===== config.mk =====
export PLATFORM = sky130hd
export DESIGN_NAME = vector_lane
export DESIGN_NICKNAME = d
export VERILOG_FILES = /design/src/source/lane_pkg.sv /design/src/source/vector_lane.sv /design/src/source/lane_alu.sv /design/src/source/operand_network.sv /design/src/source/lane_regfile.sv /design/src/source/lane_cmd_port.sv
export SDC_FILE = /design/constraint.sdc
export NUM_CORES = 2
export LEC_CHECK = 0
export BUFFER_PORTS_ARGS = -buffer_cell sky130_fd_sc_hd__buf_2
export CAP_MARGIN = 30
export CORE_MARGIN = 2
export CORE_UTILIZATION = 43
export DETAILED_ROUTE_END_ITERATION = 6
export HOLD_SLACK_MARGIN = 0.06
export PLACE_DENSITY_LB_ADDON = 0.08
export SYNTH_ARGS = -nofsm -noshare
export SYNTH_HDL_FRONTEND = slang
export SYNTH_SLANG_ARGS = --single-unit

===== constraint.sdc =====
create_clock -name clk -period 7.83 [get_ports clk]
set_clock_uncertainty 0.05 [all_clocks]
set_input_delay 0.3915 -clock clk [delete_from_list [all_inputs] [get_ports clk]]
set_output_delay 0.3915 -clock clk [all_outputs]
set_load 0.02 [all_outputs]

===== src/source/lane_pkg.sv =====
// Lane data, instruction and stage payload types plus opcodes, imported by every lane RTL file
package lane_pkg;

	typedef logic [31:0] data_t;		// Lane data word
	typedef logic [2:0]  opcode_t;
	typedef logic [3:0]  reg_idx_t;		// Register index, up to 16 registers
	typedef logic [2:0]  sel_t;			// Operand select

	localparam opcode_t OP_NOP  = 3'd0;
	localparam opcode_t OP_MOV  = 3'd1;
	localparam opcode_t OP_ADD  = 3'd2;
	localparam opcode_t OP_SUB  = 3'd3;
	localparam opcode_t OP_MAD  = 3'd4;
	localparam opcode_t OP_LDST = 3'd5;	// 6 and 7 are undefined

	localparam sel_t SEL_SCALAR = 3'd4;	// 0..3 read port, 5..7 zero

	// op in [31:29], dst in [28:25], rd_idx in [24:9], src_sel in [8:0]
	// src_sel[0][1:0] doubles as the load/store descriptor rotation
	typedef struct packed {
		opcode_t             op;
		reg_idx_t            dst;
		reg_idx_t [3:0]      rd_idx;
		sel_t [2:0]          src_sel;
	} lane_instr_t;

	typedef struct packed {
		lane_instr_t         instr;
		data_t               scalar;	// Scalar latched at issue
	} issue_t;

	typedef struct packed {
		lane_instr_t         instr;
		data_t               scalar;
		data_t [3:0]         port;		// Register file read ports
	} read_t;

	typedef struct packed {
		opcode_t             op;
		reg_idx_t            dst;
		data_t [2:0]         src;		// ALU operands 1 to 3
		data_t               address;
		data_t               stride;
		data_t               length;
	} operand_t;

	typedef struct packed {
		opcode_t             op;
		reg_idx_t            dst;
		data_t               data;
		data_t               address;
		data_t               stride;
		data_t               length;
	} result_t;

	function automatic logic op_writes(input opcode_t op);
		return (op == OP_MOV) || (op == OP_ADD) || (op == OP_SUB) || (op == OP_MAD);
	endfunction

endpackage

===== src/source/vector_lane.sv =====
// Top of one vector lane; Wishbone issue, register read, operand network, execute and write-back
`timescale 1ns/1ns

module vector_lane #(
	parameter int NUM_REGS = 16
) (
	input  logic               clk,
	input  logic               arst_n,
	input  logic               wb_cyc,
	input  logic               wb_stb,
	input  logic               wb_we,
	input  logic               wb_adr,
	input  lane_pkg::data_t    wb_dat_w,
	output logic               wb_ack,
	output logic               res_valid,
	output lane_pkg::result_t  res
);
	import lane_pkg::*;

	logic     issue_valid;
	issue_t   issue;
	logic     read_valid;
	read_t    rd;
	logic     op_valid;
	operand_t opnd;
	logic     alu_valid;
	result_t  alu_fwd;

	lane_cmd_port cmd_port_i (
		.clk         (clk),
		.arst_n      (arst_n),
		.wb_cyc      (wb_cyc),
		.wb_stb      (wb_stb),
		.wb_we       (wb_we),
		.wb_adr      (wb_adr),
		.wb_dat_w    (wb_dat_w),
		.wb_ack      (wb_ack),
		.issue_valid (issue_valid),
		.issue       (issue)
	);

	// Write-back comes from the result register
	lane_regfile #(.NUM_REGS(NUM_REGS)) regfile_i (
		.clk         (clk),
		.arst_n      (arst_n),
		.issue_valid (issue_valid),
		.issue       (issue),
		.wr_valid    (res_valid),
		.wr          (res),
		.read_valid  (read_valid),
		.rd          (rd)
	);

	operand_network #(.NUM_REGS(NUM_REGS)) network_i (
		.clk        (clk),
		.arst_n     (arst_n),
		.read_valid (read_valid),
		.rd         (rd),
		.alu_valid  (alu_valid),
		.alu_fwd    (alu_fwd),
		.res_valid  (res_valid),
		.res        (res),
		.op_valid   (op_valid),
		.opnd       (opnd)
	);

	lane_alu alu_i (
		.clk       (clk),
		.arst_n    (arst_n),
		.op_valid  (op_valid),
		.opnd      (opnd),
		.alu_valid (alu_valid),
		.alu_fwd   (alu_fwd),
		.res_valid (res_valid),
		.res       (res)
	);

endmodule


===== src/source/lane_alu.sv =====
// Execute stage; computes MOV/ADD/SUB/MAD data, passes the LD/ST descriptor and registers the result
`timescale 1ns/1ns

module lane_alu (
	input  logic                clk,
	input  logic                arst_n,
	input  logic                op_valid,
	input  lane_pkg::operand_t  opnd,
	output logic                alu_valid,
	output lane_pkg::result_t   alu_fwd,		// To the forwarding path
	output logic                res_valid,
	output lane_pkg::result_t   res
);
	import lane_pkg::*;

	result_t res_next;
	data_t   product;

	assign product = opnd.src[0] * opnd.src[1];	// Low 32 bits only

	always_comb begin
		res_next.op      = opnd.op;
		res_next.dst     = opnd.dst;
		res_next.address = opnd.address;
		res_next.stride  = opnd.stride;
		res_next.length  = opnd.length;
		case (opnd.op)
			OP_MOV:  res_next.data = opnd.src[0];
			OP_ADD:  res_next.data = opnd.src[0] + opnd.src[1];
			OP_SUB:  res_next.data = opnd.src[0] - opnd.src[1];
			OP_MAD:  res_next.data = product + opnd.src[2];
			default: res_next.data = '0;		// NOP, LDST
		endcase
	end

	assign alu_valid = op_valid;
	assign alu_fwd   = res_next;

	always_ff @(posedge clk or negedge arst_n) begin
		if (!arst_n) begin
			res_valid <= 1'b0;
		end else begin
			res_valid <= op_valid;
		end
	end

	always_ff @(posedge clk) begin
		res <= res_next;
	end

endmodule


===== src/source/operand_network.sv =====
// Operand network stage; forwards in-flight results, routes ALU operands and rotates the LD/ST descriptor
`timescale 1ns/1ns

module operand_network #(
	parameter int NUM_REGS = 16
) (
	input  logic                clk,
	input  logic                arst_n,
	input  logic                read_valid,
	input  lane_pkg::read_t     rd,
	input  logic                alu_valid,
	input  lane_pkg::result_t   alu_fwd,		// ALU result before its register
	input  logic                res_valid,
	input  lane_pkg::result_t   res,
	output logic                op_valid,
	output lane_pkg::operand_t  opnd
);
	import lane_pkg::*;

	data_t [3:0] fwd;			// Read ports after forwarding
	data_t [2:0] src_next;
	data_t       address_next;
	data_t       stride_next;
	data_t       length_next;
	logic        alu_wr;
	logic        res_wr;
	logic        is_ldst;
	logic [1:0]  rot0;
	logic [1:0]  rot1;
	logic [1:0]  rot2;

	function automatic data_t route(input sel_t sel, input data_t [3:0] ports,
	                                input data_t scalar);
		data_t val;
		case (sel)
			3'd0, 3'd1, 3'd2, 3'd3: val = ports[sel[1:0]];
			SEL_SCALAR:             val = scalar;
			default:                val = '0;	// 5..7 give zero
		endcase
		return val;
	endfunction

	////////////////////////////////////////////////////////////////////////////
	// Forwarding
	////////////////////////////////////////////////////////////////////////////

	assign alu_wr = alu_valid & op_writes(alu_fwd.op);
	assign res_wr = res_valid & op_writes(res.op);

	always_comb begin
		for (int p = 0; p < 4; p++) begin
			if (alu_wr && (alu_fwd.dst == rd.instr.rd_idx[p])) begin
				fwd[p] = alu_fwd.data;		// Youngest result first
			end else if (res_wr && (res.dst == rd.instr.rd_idx[p])) begin
				fwd[p] = res.data;
			end else begin
				fwd[p] = rd.port[p];
			end
		end
	end

	////////////////////////////////////////////////////////////////////////////
	// Operand routing and descriptor
	////////////////////////////////////////////////////////////////////////////

	always_comb begin
		for (int s = 0; s < 3; s++) begin
			src_next[s] = route(rd.instr.src_sel[s], fwd, rd.scalar);
		end
	end

	assign is_ldst = (rd.instr.op == OP_LDST);
	assign rot0    = rd.instr.src_sel[0][1:0];
	assign rot1    = rot0 + 2'd1;				// Wraps mod 4
	assign rot2    = rot0 + 2'd2;

	assign address_next = is_ldst ? fwd[rot0] : '0;
	assign stride_next  = is_ldst ? fwd[rot1] : '0;
	assign length_next  = is_ldst ? fwd[rot2] : '0;

	always_ff @(posedge clk or negedge arst_n) begin
		if (!arst_n) begin
			op_valid <= 1'b0;
		end else begin
			op_valid <= read_valid;
		end
	end

	always_ff @(posedge clk) begin
		opnd.op      <= rd.instr.op;
		opnd.dst     <= rd.instr.dst;
		opnd.src     <= src_next;
		opnd.address <= address_next;
		opnd.stride  <= stride_next;
		opnd.length  <= length_next;
	end

	opcode_defined: assert property (
		@(posedge clk) disable iff (!arst_n)
		read_valid |-> (rd.instr.op <= OP_LDST)
	) else $error("undefined opcode %0d in operand network", rd.instr.op);

	// A forwarded destination must be one the register file really holds
	fwd_dst_in_range: assert property (
		@(posedge clk) disable iff (!arst_n)
		alu_wr |-> (int'(alu_fwd.dst) < NUM_REGS)
	) else $error("forwarded dst beyond NUM_REGS");

endmodule


===== src/source/lane_regfile.sv =====
// Register-read stage; lane register file with four registered read ports and write-through
`timescale 1ns/1ns

module lane_regfile #(
	parameter int NUM_REGS = 16
) (
	input  logic               clk,
	input  logic               arst_n,
	input  logic               issue_valid,
	input  lane_pkg::issue_t   issue,
	input  logic               wr_valid,
	input  lane_pkg::result_t  wr,
	output logic               read_valid,
	output lane_pkg::read_t    rd
);
	import lane_pkg::*;

	data_t       regs [NUM_REGS];
	data_t [3:0] port_next;
	logic        wr_en;

	assign wr_en = wr_valid & op_writes(wr.op);	// NOP and LDST leave regs alone

	always_ff @(posedge clk or negedge arst_n) begin
		if (!arst_n) begin
			for (int i = 0; i < NUM_REGS; i++) begin
				regs[i] <= '0;
			end
		end else if (wr_en) begin
			regs[wr.dst] <= wr.data;
		end
	end

	// Same-cycle write to the read index returns the new word
	always_comb begin
		for (int p = 0; p < 4; p++) begin
			if (wr_en && (wr.dst == issue.instr.rd_idx[p])) begin
				port_next[p] = wr.data;
			end else begin
				port_next[p] = regs[issue.instr.rd_idx[p]];
			end
		end
	end

	always_ff @(posedge clk or negedge arst_n) begin
		if (!arst_n) begin
			read_valid <= 1'b0;
		end else begin
			read_valid <= issue_valid;
		end
	end

	always_ff @(posedge clk) begin
		rd.instr  <= issue.instr;
		rd.scalar <= issue.scalar;
		rd.port   <= port_next;
	end

	index_in_range: assert property (
		@(posedge clk) disable iff (!arst_n)
		(!wr_en || (int'(wr.dst) < NUM_REGS)) &&
		(!issue_valid || ((int'(issue.instr.rd_idx[0]) < NUM_REGS) &&
			(int'(issue.instr.rd_idx[1]) < NUM_REGS) &&
			(int'(issue.instr.rd_idx[2]) < NUM_REGS) &&
			(int'(issue.instr.rd_idx[3]) < NUM_REGS)))
	) else $error("register index beyond NUM_REGS");

endmodule


===== src/source/lane_cmd_port.sv =====
// Wishbone classic write port of the lane; loads the scalar and issues instructions
`timescale 1ns/1ns

module lane_cmd_port (
	input  logic              clk,
	input  logic              arst_n,
	input  logic              wb_cyc,
	input  logic              wb_stb,
	input  logic              wb_we,
	input  logic              wb_adr,		// 0 scalar, 1 instruction
	input  lane_pkg::data_t   wb_dat_w,
	output logic              wb_ack,
	output logic              issue_valid,
	output lane_pkg::issue_t  issue
);
	import lane_pkg::*;

	data_t scalar_q;
	logic  wb_access;
	logic  scalar_wr;

	assign wb_access = wb_cyc & wb_stb;
	assign wb_ack    = wb_access;				// Zero wait state, reads too
	assign scalar_wr = wb_access & wb_we & ~wb_adr;

	always_ff @(posedge clk or negedge arst_n) begin
		if (!arst_n) begin
			scalar_q <= '0;
		end else if (scalar_wr) begin
			scalar_q <= wb_dat_w;
		end
	end

	////////////////////////////////////////////////////////////////////////////
	// Issue
	////////////////////////////////////////////////////////////////////////////

	// NOPs issue like any other instruction
	assign issue_valid  = wb_access & wb_we & wb_adr;
	assign issue.instr  = lane_instr_t'(wb_dat_w);
	assign issue.scalar = scalar_q;			// Paired with current scalar

	////////////////////////////////////////////////////////////////////////////
	// Checks
	////////////////////////////////////////////////////////////////////////////

	ack_needs_strobe: assert property (
		@(posedge clk) disable iff (!arst_n)
		$rose(wb_ack) |-> (wb_cyc && wb_stb)
	) else $error("wb_ack rose without cyc and stb");

endmodule


Word-level counts from Yosys, hierarchy flattened
Index checks and enable logic that the tools add are counted.
Storage, ports and cells
  flip-flop bits (word level): 1073
  latch bits: 0
  RAM bits: 0
  ROM bits: 0
  bits of input ports: 38
  output and inout port bits: 137
  memories kept: 0
Cells by class
  add/sub/neg operators: 5
  multiply operators: 1
  divide/modulo/power cells: 0
  magnitude comparators: 11
  equal/unequal tests: 33
  shift operators: 0
  muxes and demuxes: 41
  bitwise operators: 12
  reductions and logical operators: 25
Operators by type and width (number)
  $mux W32: 26
  $bmux W32 S4: 4
  $bwmux W512: 1
  $bmux W32 S2: 5
  $pmux W32 S2: 3
  $demux W32 S4: 1
  $pmux W32 S4: 1
  $add A32 B32 Y32: 2
  $eq A4 B4 Y1: 12
  $mul A32 B32 Y32: 1
  $sub A32 B32 Y32: 1
  $eq A3 B2 Y1 const B: 10
  $ge A5 B5 Y1 const B: 5
  $not A4 Y5: 5
  $eq A3 B3 Y1 const B: 6
  $eq A3 B1 Y1 const B: 5
  $lt A2 B3 Y1 const B: 5
  $logic_and A1 B1 Y1: 13
  $reduce_or A4 Y1: 3
  $logic_not A3 Y1: 3
  $and A1 B1 Y1: 6
  $logic_or A1 B1 Y1: 6
  $lt A5 B1 Y1 const B: 1
  $add A2 B1 Y2 const B: 1
  other kinds (2): 2

Depth between registers and ports, before layout
  depth after elaboration: 11
  mapped depth: 32

Modules after synthesis
A second synthesis with hierarchy kept.
Second synthesis, totals
  cell total of the unflattened synthesis: 6928
  area, all modules: 78328.9 um2
Modules (own cells, without submodules)
  lane_regfile: instances 1, cells each 2601, area each 40231.1 um2
  lane_alu: instances 1, cells each 2517, area each 22948.3 um2
  operand_network: instances 1, cells each 1708, area each 13565.5 um2
  lane_cmd_port: instances 1, cells each 102, area each 1584.0 um2

Least setup slack after synthesis
OpenSTA, ideal clock, no wires.
  kind: register to register
  from: register, netlist name network_i.opnd[108]
  to: register, netlist name network_i.opnd[28]
  library setup time: 0.065 ns
  data arrival time: 7.712 ns
  data required time: 7.715 ns
  setup slack: 0.003 ns
  cell stages (with the launch flop): 30
  cells stage by stage: dfxtp_1 clkbuf_1 clkbuf_1 and2_1 fa_1 fa_1 fa_1 inv_1 fa_1 inv_1 fa_1 inv_1 fa_1 inv_1 fa_1 inv_1 fa_1 inv_1 ha_1 clkbuf_1 and3_1 nand2_1 nor3_1 o21bai_1 a21oi_1 nor3_1 nor3b_1 o22ai_1 mux4_2 nor2_1
On the way
  longest elaborated chain between the ends: 6
  elaborated cells between the ends (all ways): 11
RTL lines
  $mul A32 B32 Y32: RTL line lane_alu.sv:19  | assign product = opnd.src[0] * opnd.src[1];
  $add A32 B32 Y32: RTL line lane_alu.sv:31  | OP_MAD: res_next.data = product + opnd.src[2];
  $pmux W32 S4 *: RTL line lane_alu.sv:27  | case (opnd.op)
  $mux W32: RTL line operand_network.sv:52  | if (alu_wr && (alu_fwd.dst == rd.instr.rd_idx[p])) begin
  $bmux W32 S2 *: RTL line operand_network.sv:79  | assign length_next = is_ldst ? fwd[rot2] : '0;
  $mux W32 (implied by the code) *: RTL line operand_network.sv:79
Mark *: on every way between the ends. The rest lies on a longest branch, timed or not. The select of a mux whose other input is x is not followed.
A chain may end at the register's enable or synchronous reset.

Final worst setup path
  from: register, netlist name network_i.opnd[129]
  to: register, netlist name network_i.opnd[54]
On the way
  longest elaborated chain between the ends: 6
  elaborated cells between the ends (all ways): 11
RTL lines
  $mul A32 B32 Y32: RTL line lane_alu.sv:19
  $add A32 B32 Y32: RTL line lane_alu.sv:31
  $pmux W32 S4 *: RTL line lane_alu.sv:27
  $mux W32: RTL line operand_network.sv:52
  $bmux W32 S2 *: RTL line operand_network.sv:78  | assign stride_next = is_ldst ? fwd[rot1] : '0;
  $mux W32 (implied by the code) *: RTL line operand_network.sv:78
Marked as above.

==> qor.txt <==
OUTCOME
------------------------------------------------------------------------------------------
Violations in the final reports                                                        DRC
Run status                                                                    complete, but fails checks

SETUP PATH
------------------------------------------------------------------------------------------
Data required time of the worst path                                               8.41 ns
CP bufs+invs                                                                             8
Category of the worst setup path launch point                                     register
CP delay by family, top                                                        adder cells
Timing startpoint of the critical path                                        network_i.opnd[129]
Worst-path maximum fanout                                                               10
Stage delay of the slowest cell on the critical path                               0.56 ns
Reg2reg start                                                                 network_i.opnd[129]
Worst R2R Path Depth                                                                    28
Endpoint kind of the worst setup timing path                                      register
Crit path max-delay cell type                                                 sky130_fd_sc_hd__fa_1
Most used cell, CP                                                            sky130_fd_sc_hd__fa_1
CP Depth                                                                                28
Worst setup path category                                                     register to register
Critical path arrival                                                              8.34 ns

PLACE
------------------------------------------------------------------------------------------
Quantity of I/O buffers inserted on ports                                              174
Estimated wirelength of the detail-placed design                                 184000 um
Worst slack at placement                                                        -0.7862 ns
Total instance count after detailed placement                                         8744
Placed Area                                                                      82290 um2
Final weighted congestion in routability-driven placement                           0.9520

CTS
------------------------------------------------------------------------------------------
TritonCTS Buffers                                                                      119
Clock edge transition at the registers on the reported setup and hold paths        0.06 ns
Clock tree root buffer cell                                                   sky130_fd_sc_hd__clkbuf_16
Clock Latency Late Sink                                                            0.78 ns
CTS sink count                                                                        1073
H-tree depth                                                                             3
CTS Buffer Depth                                                                         3
CTS tree                                                                             built

STA
------------------------------------------------------------------------------------------
Max-slew violation count                                                                 0
Post-layout minimum cycle time                                                    7.760 ns
Worst slew margin relative to its limit                                             15.40%
Maximum achievable frequency                                                     128.9 MHz
Transition time at the pin with the least slew margin                             1.269 ns
Final hold violations                                                                    0
Setup repair after global routing missed its margin                                    yes
Worst setup slack after layout                                                  0.06951 ns
Final period util                                                                   99.11%
Final setup viols                                                                        0

CELLS AND AREA
------------------------------------------------------------------------------------------
Fraction of final layout cells with drive strength greater than 1                   38.49%
Layout Nets                                                                           7231
Total area of multi-input combinational cells                                    49400 um2
Fillers                                                                              15605
Final cell count without fillers                                                      9049
Post-route standard cell area excluding fillers                                  89080 um2
Register area                                                                    24270 um2
Synthesis-to-finish area growth                                                     16.93%
Highest-count cells in the layout ignoring fill and taps                      sky130_fd_sc_hd__mux2_2, sky130_fd_sc_hd__mux4_2, sky130_fd_sc_hd__dfrtp_1
Fraction of the core area covered by cells at the end of the flow                   50.58%
Most common library cell in the layout ignoring fill and taps                 sky130_fd_sc_hd__mux2_2

GLOBAL ROUTING
------------------------------------------------------------------------------------------
Total Routing Usage GR                                                              29.90%
First-pass GRT wire length                                                       395500 um
Grt total ovfl                                                                           0
Pin count of the biggest net entering global routing                                   155
Number of global-route vias before repair                                            55754
Number of antenna violations at the first check in global routing                        7

WORST HOLD PATH
------------------------------------------------------------------------------------------
Class of the most critical hold timing path                                   input pin to register
Worst Min Path Start                                                           wb_dat_w[9]
Depth of the worst hold-timing path                                                      1

FLOORPLAN
------------------------------------------------------------------------------------------
Starting density of the core                                                        43.26%
Core ar.                                                                        176100 um2
Area enclosed by the die boundary                                               180500 um2
Overall die height                                                                424.9 um
Number of top-level design ports                                                       175
DIE WIDTH                                                                         424.9 um
Rows                                                                                   154

POWER AND IR DROP
------------------------------------------------------------------------------------------
Final total power                                                                 15410 uW
Highest ir drop seen on vdd                                                       187.9 uV
Total power divided by cell area                                              172.9 nW/um2
Static power due to leakage                                                     0.03868 uW

DRT
------------------------------------------------------------------------------------------
Average vias per placed instance                                                     5.970
DR vias                                                                              54021
Drt initial violations                                                                4529
Average detailed-routed wire length per instance                                  29.86 um
1st-pass router iterations                                                               7
Detailed-route DRC error count                                                          49
DRT Wirelength                                                                   270200 um
Residual antenna-violating net count after detailed routing                              0

LOGIC SYNTHESIS
------------------------------------------------------------------------------------------
Cells after Synth                                                                     6313
Sequential fraction of the synthesis area                                           31.79%
Number of warnings printed during yosys synthesis                                        0
EDFF count, synth                                                                        0
Synthesized Nets                                                                      6951
Dominant register cell in the synthesized netlist                             sky130_fd_sc_hd__dfrtp_1
Asr flop ratio synth                                                                50.98%
Synthesis-stage register bit count                                                    1073
Post-synth cell types                                                                   81
Post-Syn Area per Cell                                                           12.07 um2
Area of the mapped netlist                                                       76180 um2

JOB
------------------------------------------------------------------------------------------
Max-cap violations                                                                       0

-- timing repair --
action / 4_1_cts / 5_1_grt
setup endpoints to repair: 85 / 114
hold endpoints to repair: 151 / 0
gates resized for setup: 137 / 211
buffers inserted: 15 / 21
gates cloned: 4 / 3
hold buffers: 27 / 0
pin swaps: 50 / 111
-- power breakdown --
| group | switching, uW | internal, uW | leakage, uW |
|---|---|---|---|
| registers | 353 | 5760 | 0.0119 |
| clock network | 2550 | 3750 | 0.00214 |
| logic | 1740 | 1260 | 0.0247 |
-- synthesized netlist by cell type, types with 10 or more instances --
| cell type | number | area [um2] |
|---|---|---|
| sky130_fd_sc_hd__xor2_1 | 48 | 420.4 |
| sky130_fd_sc_hd__ha_1 | 161 | 2014 |
| sky130_fd_sc_hd__xnor2_1 | 120 | 1051 |
| sky130_fd_sc_hd__a21o_1 | 32 | 240.2 |
| sky130_fd_sc_hd__mux4_2 | 698 | 15720 |
| sky130_fd_sc_hd__clkbuf_1 | 438 | 1644 |
| sky130_fd_sc_hd__o21ai_1 | 21 | 105.1 |
| sky130_fd_sc_hd__a211oi_1 | 63 | 473.0 |
| sky130_fd_sc_hd__a21oi_1 | 140 | 700.7 |
| sky130_fd_sc_hd__a31oi_1 | 15 | 93.84 |
| sky130_fd_sc_hd__a22oi_1 | 33 | 247.7 |
| sky130_fd_sc_hd__a221o_1 | 10 | 100.1 |
| sky130_fd_sc_hd__nand2_1 | 449 | 1685 |
| sky130_fd_sc_hd__o22ai_1 | 23 | 143.9 |
| sky130_fd_sc_hd__nor2_1 | 155 | 581.8 |
| sky130_fd_sc_hd__fa_1 | 439 | 8788 |
| sky130_fd_sc_hd__o21a_1 | 13 | 97.59 |
| sky130_fd_sc_hd__o21ai_0 | 111 | 555.5 |
| sky130_fd_sc_hd__buf_1 | 86 | 322.8 |
| sky130_fd_sc_hd__dfrtp_1 | 547 | 13690 |
| sky130_fd_sc_hd__mux2_2 | 707 | 7961 |
| sky130_fd_sc_hd__nand3_1 | 18 | 90.09 |
| sky130_fd_sc_hd__o211ai_1 | 14 | 105.1 |
| sky130_fd_sc_hd__or3_1 | 11 | 68.82 |
| sky130_fd_sc_hd__o31ai_1 | 24 | 180.2 |
| sky130_fd_sc_hd__dfxtp_1 | 526 | 10530 |
| sky130_fd_sc_hd__inv_1 | 555 | 2083 |
| sky130_fd_sc_hd__and3_1 | 24 | 150.1 |
| sky130_fd_sc_hd__nor2b_1 | 45 | 281.5 |
| sky130_fd_sc_hd__and2_1 | 354 | 2215 |
| sky130_fd_sc_hd__mux2i_1 | 192 | 1922 |
| sky130_fd_sc_hd__nor3_1 | 32 | 160.2 |
| sky130_fd_sc_hd__nand4_1 | 18 | 112.6 |
| sky130_fd_sc_hd__nand2b_1 | 22 | 137.6 |
| sky130_fd_sc_hd__or2_2 | 11 | 68.82 |
| sky130_fd_sc_hd__o221ai_1 | 21 | 183.9 |
-- worst paths after layout --
path | slack (ns) | end
max reg2reg | 0.07 | network_i.opnd[54]
max | 0.07 | network_i.opnd[54]
min | 0.10 | regfile_i.rd[169]
max in group asynchronous | 5.95 | regfile_i.regs[218]
min in group asynchronous | 0.22 | regfile_i.regs[423]
min reg2reg | 0.27 | alu_i.res[71]
-- routing by layer --
layer  global-route usage [%]  vias to the layer above  part of all wire [%]
met5                        0                        -                0.0096
met2                    49.41                     1964                    48
met4                    12.22                        4                   4.6
li1                         -                    23095                     -
met3                    4.184                      503                   5.8
met1                    39.65                    28455                    41
-- per-stage QoR --
step | hold WS [ns] | TNS (ns)
after floorplan | 0.04591 | 0
after global placement | 0.2609 | -16.52
after detailed placement | 0.2621 | -18.30
after CTS | 0.06274 | -0.02449
after global routing | 0.1149 | -2.998
final | 0.1042 | 0
-- sequential cells by signal, indices dropped and copies added, names as in the netlist --
register              cells
alu_i.res               135
alu_i.res_valid           1
cmd_port_i.scalar_q      32
network_i.op_valid        1
network_i.opnd          199
regfile_i.rd            192
regfile_i.read_valid      1
regfile_i.regs          512
-- layout make-up --
class / instances / share of cell area [%]
flip-flops and latches: 1073 / 27.24
well taps: 2340 / 3.287
clock buffers: 156 / 3.833
diodes: 9 / 0.02528
repair buffers: 686 / 6.677
inverters: 557 / 2.348
clock inverters: 72 / 1.125
multi-input cells: 4156 / 55.46
-- kinds of logic after synthesis --
| kind of cell | Yosys count | share of synthesized area (%) |
|---|---|---|
| multiplexers | 1597 | 33.61 |
| AND/OR/NAND/NOR | 1169 | 7.618 |
| buffers and inverters | 1084 | 5.346 |
| flip-flops | 1073 | 31.79 |
| AO/OA/AOI/OAI | 620 | 5.473 |
| adder cells (fa/ha/maj) | 600 | 14.18 |
| XOR/XNOR | 170 | 1.982 |
No activity file was read; power rests on OpenSTA's default activity.
